### src/hw/audio_pkg.sv
package audio_pkg;

    //////////////////////////////////////////////////
    // Sample format
    //////////////////////////////////////////////////

    // Parallel sample and receive shift register width
    localparam int SAMPLE_BITS = 24;

    //////////////////////////////////////////////////
    // Channel routing
    //////////////////////////////////////////////////

    // Output channel mode, driven from a plain pin
    typedef enum logic [1:0] {
        // Left to left, right to right
        MODE_STEREO = 2'd0,
        // Left and right exchanged
        MODE_SWAP   = 2'd1,
        // Floor of signed mean on both outputs
        MODE_MONO   = 2'd2
    } chan_mode_t;

endpackage

### src/hw/i2s_pwm_top.sv
`timescale 1ns/1ns

module i2s_pwm_top #(
    parameter int PWM_BITS = 8
) (
    input  logic                                     clk,
    input  logic                                     arst_n,
    input  logic                                     bclk,
    input  logic                                     lrclk,
    input  logic                                     sdata,
    input  audio_pkg::chan_mode_t                    mode,
    output logic                                     frame_valid,
    output logic signed [audio_pkg::SAMPLE_BITS-1:0] out_l,
    output logic signed [audio_pkg::SAMPLE_BITS-1:0] out_r,
    output logic [7:0]                               word_bits,
    output logic                                     pwm_l,
    output logic                                     pwm_r
);
    import audio_pkg::*;

    // Receiver to aligner
    logic                   l_valid;
    logic                   r_valid;
    logic [SAMPLE_BITS-1:0] word;

    // Serial I2S in, words with bit counts out
    i2s_rx i_rx (
        .clk       (clk),
        .arst_n    (arst_n),
        .bclk      (bclk),
        .lrclk     (lrclk),
        .sdata     (sdata),
        .l_valid   (l_valid),
        .r_valid   (r_valid),
        .word      (word),
        .word_bits (word_bits)
    );

    // Left-justify and channel mode
    sample_align i_align (
        .clk         (clk),
        .arst_n      (arst_n),
        .l_valid     (l_valid),
        .r_valid     (r_valid),
        .word        (word),
        .word_bits   (word_bits),
        .mode        (mode),
        .frame_valid (frame_valid),
        .out_l       (out_l),
        .out_r       (out_r)
    );

    // Two PWM pins from one counter
    pwm_modulator #(
        .PWM_BITS (PWM_BITS)
    ) i_pwm (
        .clk         (clk),
        .arst_n      (arst_n),
        .frame_valid (frame_valid),
        .in_l        (out_l),
        .in_r        (out_r),
        .pwm_l       (pwm_l),
        .pwm_r       (pwm_r)
    );

endmodule

### src/hw/i2s_rx.sv
`timescale 1ns/1ns

module i2s_rx (
    input  logic                              clk,
    input  logic                              arst_n,
    input  logic                              bclk,
    input  logic                              lrclk,
    input  logic                              sdata,
    output logic                              l_valid,
    output logic                              r_valid,
    output logic [audio_pkg::SAMPLE_BITS-1:0] word,
    output logic [7:0]                        word_bits
);
    import audio_pkg::*;

    //////////////////////////////////////////////////
    // Input synchronizers
    //////////////////////////////////////////////////

    // Bit order {bclk, lrclk, sdata}
    logic [2:0] sync_1;
    logic [2:0] sync_2;
    // Third bclk stage for edge detect
    logic       bclk_d3;
    logic       bclk_en;

    logic       bclk_s;
    logic       lrclk_s;
    logic       sdata_s;

    assign bclk_s  = sync_2[2];
    assign lrclk_s = sync_2[1];
    assign sdata_s = sync_2[0];

    always_ff @(posedge clk or negedge arst_n) begin
        if (!arst_n) begin
            sync_1  <= 3'b000;
            sync_2  <= 3'b000;
            bclk_d3 <= 1'b0;
            bclk_en <= 1'b0;
        end else begin
            sync_1  <= {bclk, lrclk, sdata};
            sync_2  <= sync_1;
            bclk_d3 <= bclk_s;
            // One clk enable per bclk rising edge
            bclk_en <= bclk_s & ~bclk_d3;
        end
    end

    //////////////////////////////////////////////////
    // Shift register and bit counter
    //////////////////////////////////////////////////

    logic                   lrclk_prev;
    logic [7:0]             bit_cnt;
    logic [7:0]             cnt_inc;
    logic [SAMPLE_BITS-1:0] shift_reg;
    logic [SAMPLE_BITS-1:0] shift_next;
    logic                   lr_change;

    // New bit enters at the low end
    assign shift_next = {shift_reg[SAMPLE_BITS-2:0], sdata_s};
    // Counter sticks at 255 for very long words
    assign cnt_inc    = (bit_cnt == 8'hff) ? 8'hff : bit_cnt + 8'd1;
    // Word boundary, this edge still carries the ending word's last bit
    assign lr_change  = lrclk_s != lrclk_prev;

    always_ff @(posedge clk or negedge arst_n) begin
        if (!arst_n) begin
            lrclk_prev <= 1'b0;
            bit_cnt    <= 8'd0;
            word_bits  <= 8'd0;
            l_valid    <= 1'b0;
            r_valid    <= 1'b0;
        end else begin
            l_valid <= 1'b0;
            r_valid <= 1'b0;
            if (bclk_en) begin
                lrclk_prev <= lrclk_s;
                if (lr_change) begin
                    // Count includes the bit just taken
                    word_bits <= cnt_inc;
                    bit_cnt   <= 8'd0;
                    // Word finished while lrclk low is left
                    l_valid   <= ~lrclk_prev;
                    r_valid   <= lrclk_prev;
                end else begin
                    bit_cnt <= cnt_inc;
                end
            end
        end
    end

    // Data path
    always_ff @(posedge clk) begin
        if (bclk_en) begin
            shift_reg <= shift_next;
            if (lr_change) begin
                word <= shift_next;
            end
        end
    end

endmodule

### src/hw/pwm_modulator.sv
`timescale 1ns/1ns

module pwm_modulator #(
    parameter int PWM_BITS = 8
) (
    input  logic                                     clk,
    input  logic                                     arst_n,
    input  logic                                     frame_valid,
    input  logic signed [audio_pkg::SAMPLE_BITS-1:0] in_l,
    input  logic signed [audio_pkg::SAMPLE_BITS-1:0] in_r,
    output logic                                     pwm_l,
    output logic                                     pwm_r
);
    import audio_pkg::*;

    // Lowest sample bit that reaches the duty
    localparam int LOW_BIT = SAMPLE_BITS - PWM_BITS;

    //////////////////////////////////////////////////
    // Duty conversion
    //////////////////////////////////////////////////

    logic [PWM_BITS-1:0] duty_l_in;
    logic [PWM_BITS-1:0] duty_r_in;

    // Inverted MSB gives offset binary, silence at half duty
    assign duty_l_in = {~in_l[SAMPLE_BITS-1], in_l[SAMPLE_BITS-2:LOW_BIT]};
    assign duty_r_in = {~in_r[SAMPLE_BITS-1], in_r[SAMPLE_BITS-2:LOW_BIT]};

    //////////////////////////////////////////////////
    // Counter and comparators
    //////////////////////////////////////////////////

    logic [PWM_BITS-1:0] pend_l;
    logic [PWM_BITS-1:0] pend_r;
    logic [PWM_BITS-1:0] act_l;
    logic [PWM_BITS-1:0] act_r;
    logic [PWM_BITS-1:0] cnt;
    logic                wrap;
    logic [PWM_BITS-1:0] duty_now_l;
    logic [PWM_BITS-1:0] duty_now_r;

    assign wrap = cnt == '0;
    // New duty already applies on the wrap cycle itself
    assign duty_now_l = wrap ? pend_l : act_l;
    assign duty_now_r = wrap ? pend_r : act_r;

    always_ff @(posedge clk or negedge arst_n) begin
        if (!arst_n) begin
            pend_l <= '0;
            pend_r <= '0;
            act_l  <= '0;
            act_r  <= '0;
            cnt    <= '0;
            pwm_l  <= 1'b0;
            pwm_r  <= 1'b0;
        end else begin
            // Later frame overwrites one not yet applied
            if (frame_valid) begin
                pend_l <= duty_l_in;
                pend_r <= duty_r_in;
            end
            if (wrap) begin
                act_l <= pend_l;
                act_r <= pend_r;
            end
            cnt   <= cnt + 1'b1;
            // Max duty leaves one low cycle per period
            pwm_l <= cnt < duty_now_l;
            pwm_r <= cnt < duty_now_r;
        end
    end

endmodule

### src/hw/sample_align.sv
`timescale 1ns/1ns

module sample_align (
    input  logic                                     clk,
    input  logic                                     arst_n,
    input  logic                                     l_valid,
    input  logic                                     r_valid,
    input  logic [audio_pkg::SAMPLE_BITS-1:0]        word,
    input  logic [7:0]                               word_bits,
    input  audio_pkg::chan_mode_t                    mode,
    output logic                                     frame_valid,
    output logic signed [audio_pkg::SAMPLE_BITS-1:0] out_l,
    output logic signed [audio_pkg::SAMPLE_BITS-1:0] out_r
);
    import audio_pkg::*;

    localparam logic [7:0] FULL_BITS = 8'(SAMPLE_BITS);

    //////////////////////////////////////////////////
    // Barrel shift to left-justified
    //////////////////////////////////////////////////

    logic [7:0]                    shamt;
    logic signed [SAMPLE_BITS-1:0] aligned;

    // Short words move up, long words keep their last 24 bits
    assign shamt   = (word_bits < FULL_BITS) ? FULL_BITS - word_bits : 8'd0;
    // Zero fill below the word's LSB
    assign aligned = word << shamt;

    //////////////////////////////////////////////////
    // Channel mode
    //////////////////////////////////////////////////

    logic signed [SAMPLE_BITS-1:0] held_l;
    logic signed [SAMPLE_BITS:0]   mix_sum;
    logic signed [SAMPLE_BITS-1:0] mix;
    logic signed [SAMPLE_BITS-1:0] next_l;
    logic signed [SAMPLE_BITS-1:0] next_r;

    // One bit of sign extension keeps the sum exact
    assign mix_sum = {held_l[SAMPLE_BITS-1], held_l} + {aligned[SAMPLE_BITS-1], aligned};
    // Dropping the LSB rounds toward minus infinity
    assign mix     = mix_sum[SAMPLE_BITS:1];

    // Right word is on aligned whenever r_valid is high
    always_comb begin
        case (mode)
            MODE_SWAP: begin
                next_l = aligned;
                next_r = held_l;
            end
            MODE_MONO: begin
                next_l = mix;
                next_r = mix;
            end
            default: begin
                next_l = held_l;
                next_r = aligned;
            end
        endcase
    end

    always_ff @(posedge clk or negedge arst_n) begin
        if (!arst_n) begin
            held_l      <= '0;
            out_l       <= '0;
            out_r       <= '0;
            frame_valid <= 1'b0;
        end else begin
            frame_valid <= r_valid;
            // Left waits here for its right partner
            if (l_valid) begin
                held_l <= aligned;
            end
            if (r_valid) begin
                out_l <= next_l;
                out_r <= next_r;
            end
        end
    end

endmodule

### config.mk
export PLATFORM = sky130hd
export DESIGN_NAME = i2s_pwm_top
export DESIGN_NICKNAME = d
export VERILOG_FILES = /design/src/hw/audio_pkg.sv /design/src/hw/i2s_pwm_top.sv /design/src/hw/i2s_rx.sv /design/src/hw/pwm_modulator.sv /design/src/hw/sample_align.sv
export SDC_FILE = /design/constraint.sdc
export NUM_CORES = 1
export LEC_CHECK = 0
export ABC_CLOCK_PERIOD_IN_PS = 6600
export BUFFER_PORTS_ARGS = -buffer_cell sky130_fd_sc_hd__buf_2
export CORE_ASPECT_RATIO = 0.8
export CORE_MARGIN = 3
export CORE_UTILIZATION = 45
export CTS_CLUSTER_SIZE = 30
export DETAILED_ROUTE_END_ITERATION = 7
export SLEW_MARGIN = 5
export SYNTH_ARGS = -nofsm -noshare
export SYNTH_HDL_FRONTEND = slang
export SYNTH_HIERARCHICAL = 1
export SYNTH_SLANG_ARGS = --single-unit
### constraint.sdc
create_clock -name clk -period 6.6 [get_ports clk]
set_input_delay 1.32 -clock clk [delete_from_list [all_inputs] [get_ports clk]]
set_output_delay 1.32 -clock clk [all_outputs]
set_load 0.02 [all_outputs]
==> impl_metrics.csv <==
group,metric,value,unit
run_status,status,"completed",
detailed_routing,drt-pass1-iter-count,6,
clock_tree,clkLatencyLatePin,440,ps
yosys,synth.distinct_cells,97,
floorplan,start_util,46.54,%
grt,grt-ovfl-total,0,
placed_design,dp.cells,1433,
worst_setup_path,cpMaxStageDelayCell,"or3_1",
yosys,ys_seq_area_share,44.76,%
worst_setup_path,cp.arrival,6220,ps
detailed_routing,routed_via_density,6.178,
worst_setup_path,cp-start-kind,"flip-flop",
timing,tightest_slew,1157,ps
flow_run,drv_cap,0,
detailed_routing,drc,0,
grt,grt_pass1_vias,8128,
worst_hold_path,min_from,"i_rx/sync_1[0]",
placed_design,gp_congestion,0.9430,
floorplan,row_count,50,
floorplan,ios,66,
timing,finalCriticalPeriod,5936,ps
worst_setup_path,r2r_cells,17,
worst_setup_path,critPathMaxStageDelay,910,ps
detailed_routing,drt-total-wl,31.65,mm
final_layout,diodes,0,
yosys,synthFlopType,"dfrtp_1",
clock_tree,numCtsBuffers,17,
final_layout,area_delta_synth_final,10.49,%
worst_setup_path,path_class,"reg2reg",
worst_hold_path,whs_endpoint,"i_rx/sync_2[0]",
floorplan,die-area,26580,um^2
pwr,worst_ir_drop_vdd,0.2492,mV
timing,finalMaxSlewViolations,0,
worst_setup_path,critical_path.cell_chain,"clkinv_1, ha_1, nor2b_1, or3_1, nand3_1, o211ai_2, nand3_1, and3_1, ha_1, a21oi_1, o21ai_0, a21o_1, a2111oi_0, mux2i_1, nand2_1, a311oi_1, a31oi_1",
grt,grt_max_degree,67,
floorplan,die_x,181.5,um
clock_tree,path_clk_slew,70,ps
final_layout,multi_input_area,5653,um^2
timing,finalHoldViolations,0,
timing,finalSetupViolations,0,
clock_tree,tritoncts,"yes",
floorplan,fp.dieH,146.4,um
worst_setup_path,r2r_end,"i_align/out_l[20]",
timing,rsz0062_at_grt,"no",
worst_setup_path,r2r_start,"i_rx/word_bits[0]",
timing,period_share,89.94,%
grt,grt_usage,23.51,%
detailed_routing,vias,9051,
yosys,synthCells,1099,
clock_tree,cts-htree-levels,4,
clock_tree,clockBufferDepth,2,
clock_tree,cts_hold_buf,0,
yosys,synth.avg_cell_area,10.09,um^2
yosys,synth_area,11090,um^2
final_layout,fillCellCount,2103,
worst_hold_path,holdCritPathClass,"reg2reg",
worst_setup_path,end_kind,"flip-flop",
detailed_routing,drtAntennaViolNets,0,
final_layout,nets,1192,
final_layout,final_cell_count_no_fill,1465,
floorplan,core,23840,um^2
grt,grt_pass1_wl,48.92,mm
yosys,synth_seq_cells,189,
yosys,async_flop_share,75.13,%
yosys,synth_warnings,6,
detailed_routing,wl_per_cell,21.60,um
pwr,p_leak,5.276,nW
clock_tree,cts.sinks,189,
worst_hold_path,hold_depth,0,
final_layout,drive_above_1_share,17.69,%
final_layout,seqCellArea,4965,um^2
timing,fmax,168.5,MHz
worst_setup_path,path_max_fanout,28,
placed_design,io_buffer_count,65,
timing,finalClockSkew,8.778,ps
clock_tree,post_cts_resized,0,
timing,relSlewSlack,22.54,%
yosys,synth-edff-count,47,
worst_setup_path,startpoint,"i_rx/word_bits[0]",
worst_setup_path,r2r_slack,660,ps
grt,antenna_found_initial,0,
clock_tree,post_cts_buffers,0,
yosys,synth_nets,1151,
detailed_routing,drtIter0Drc,1146,
clock_tree,cts-root-buf,"clkbuf_16",
pwr,power_density,536.4,nW/um^2
placed_design,dp_hpwl,22.78,mm
worst_setup_path,cp.required,6890,ps
timing,fin_setup_tns,0,ps
==> stage by stage <==
stage                     hold WS (ps)  worst slack, ps  total power (W)  area (um^2)  util, %
after global placement           332.9            954.1         0.005412        11650    48.87
after detailed placement         335.6            833.5         0.005409        11650    48.87
after floorplan                  331.2             1820         0.004320        11090        -
final                            348.9            664.0         0.006575        12260    51.42
after global routing             366.2            424.9         0.006991        12260    51.42
after CTS                        352.2            808.7         0.006507        12260    51.42
==> worst max-delay path, delay by kind of cell, from the launching register on <==
kind / cells / cell delay, ps
AOI/OAI and AO/OA: 7 / 2180
adders and majority gates: 2 / 740
buffers and inverters: 1 / 280
DFF: 1 / 350
muxes: 1 / 280
and+or+nand+nor: 6 / 1950
==> kinds of logic (layout without fill, tap and decap cells) <==
kind of cell / after synthesis / in the layout / share of synthesized area (%)
simple gates: 302 / 302 / 14.08
compound gates: 352 / 352 / 21.85
mux: 84 / 84 / 8.301
fa+ha+maj: 45 / 45 / 5.076
xor+xnor: 21 / 21 / 1.658
buf+inv: 106 / 160 / 4.286
flops: 189 / 189 / 44.76
==> layout by cell type (no fill, tap or decap), types with 18 or more instances in the layout <==
cell / synthesis / routed
buf_2: 11 / 64
buf_4: 1 / 19
or3_1: 22 / 22
nor2_1: 57 / 57
ha_1: 45 / 45
a211oi_1: 27 / 27
a31oi_1: 22 / 22
a21oi_1: 83 / 83
clkbuf_16: 0 / 18
nand2_1: 81 / 81
mux2i_1: 34 / 34
dfrtp_1: 142 / 142
nand3_1: 43 / 43
inv_1: 39 / 39
mux2_2: 45 / 45
o21ai_0: 60 / 60
edfxtp_1: 47 / 47
==> synth_stat cells, types with 11 or more instances <==
| master | n | share of area, % |
|---|---|---|
| a211oi_1 | 27 | 1.8 |
| a21o_1 | 17 | 1.2 |
| a21oi_1 | 83 | 3.7 |
| a221oi_1 | 11 | 0.87 |
| a31oi_1 | 22 | 1.2 |
| and3_1 | 13 | 0.73 |
| buf_2 | 11 | 0.50 |
| clkbuf_1 | 40 | 1.4 |
| dfrtp_1 | 142 | 32 |
| edfxtp_1 | 47 | 13 |
| ha_1 | 45 | 5.1 |
| inv_1 | 39 | 1.3 |
| mux2_2 | 45 | 4.6 |
| mux2i_1 | 34 | 3.1 |
| nand2_1 | 81 | 2.7 |
| nand2b_1 | 14 | 0.79 |
| nand3_1 | 43 | 1.9 |
| nor2_1 | 57 | 1.9 |
| nor3_1 | 15 | 0.68 |
| o21a_1 | 11 | 0.74 |
| o21ai_0 | 60 | 2.7 |
| o21ai_1 | 11 | 0.50 |
| or3_1 | 22 | 1.2 |
| xnor2_1 | 16 | 1.3 |
==> layout make-up <==
cell class	instances	area share, %
multi-input combinational	804	46.12
sequential	189	40.51
clock buffer	21	3.930
timing repair buffer	84	3.869
tap	312	3.185
inverter	44	1.347
clock inverter	11	1.041
==> worst max path at each step <==
| stage | end | slack [ps] | cells after the start |
|---|---|---|---|
| final | i_align/out_l[20] | 660 | 17 |
| after global routing | i_align/out_l[20] | 420 | 17 |
| after CTS | i_align/out_l[20] | 810 | 17 |
| after detailed placement | i_align/out_l[20] | 830 | 17 |
| after global placement | i_align/out_l[20] | 950 | 17 |
| after floorplan | i_align/out_l[20] | 1820 | 19 |
==> where the power goes <==
| group | switching, W | internal (W) |
|---|---|---|
| registers | 0.000267 | 0.00149 |
| logic | 0.00241 | 0.00135 |
| clock network | 0.000459 | 0.000605 |
| total | 0.00313 | 0.00344 |
==> routing by layer <==
| layer | routed length [um] | track usage, % | vias up | part of all wire [%] |
|---|---|---|---|---|
| li1 | - | - | 4218 | - |
| met4 | 370 | 5.520 | 0 | 1.2 |
| met2 | 11910 | 29.18 | 419 | 38 |
| met1 | 16400 | 40.04 | 4385 | 52 |
| met5 | 0 | 0 | - | 0 |
| met3 | 2974 | 5.230 | 29 | 9.4 |
Power figures use the tool's default switching activity.
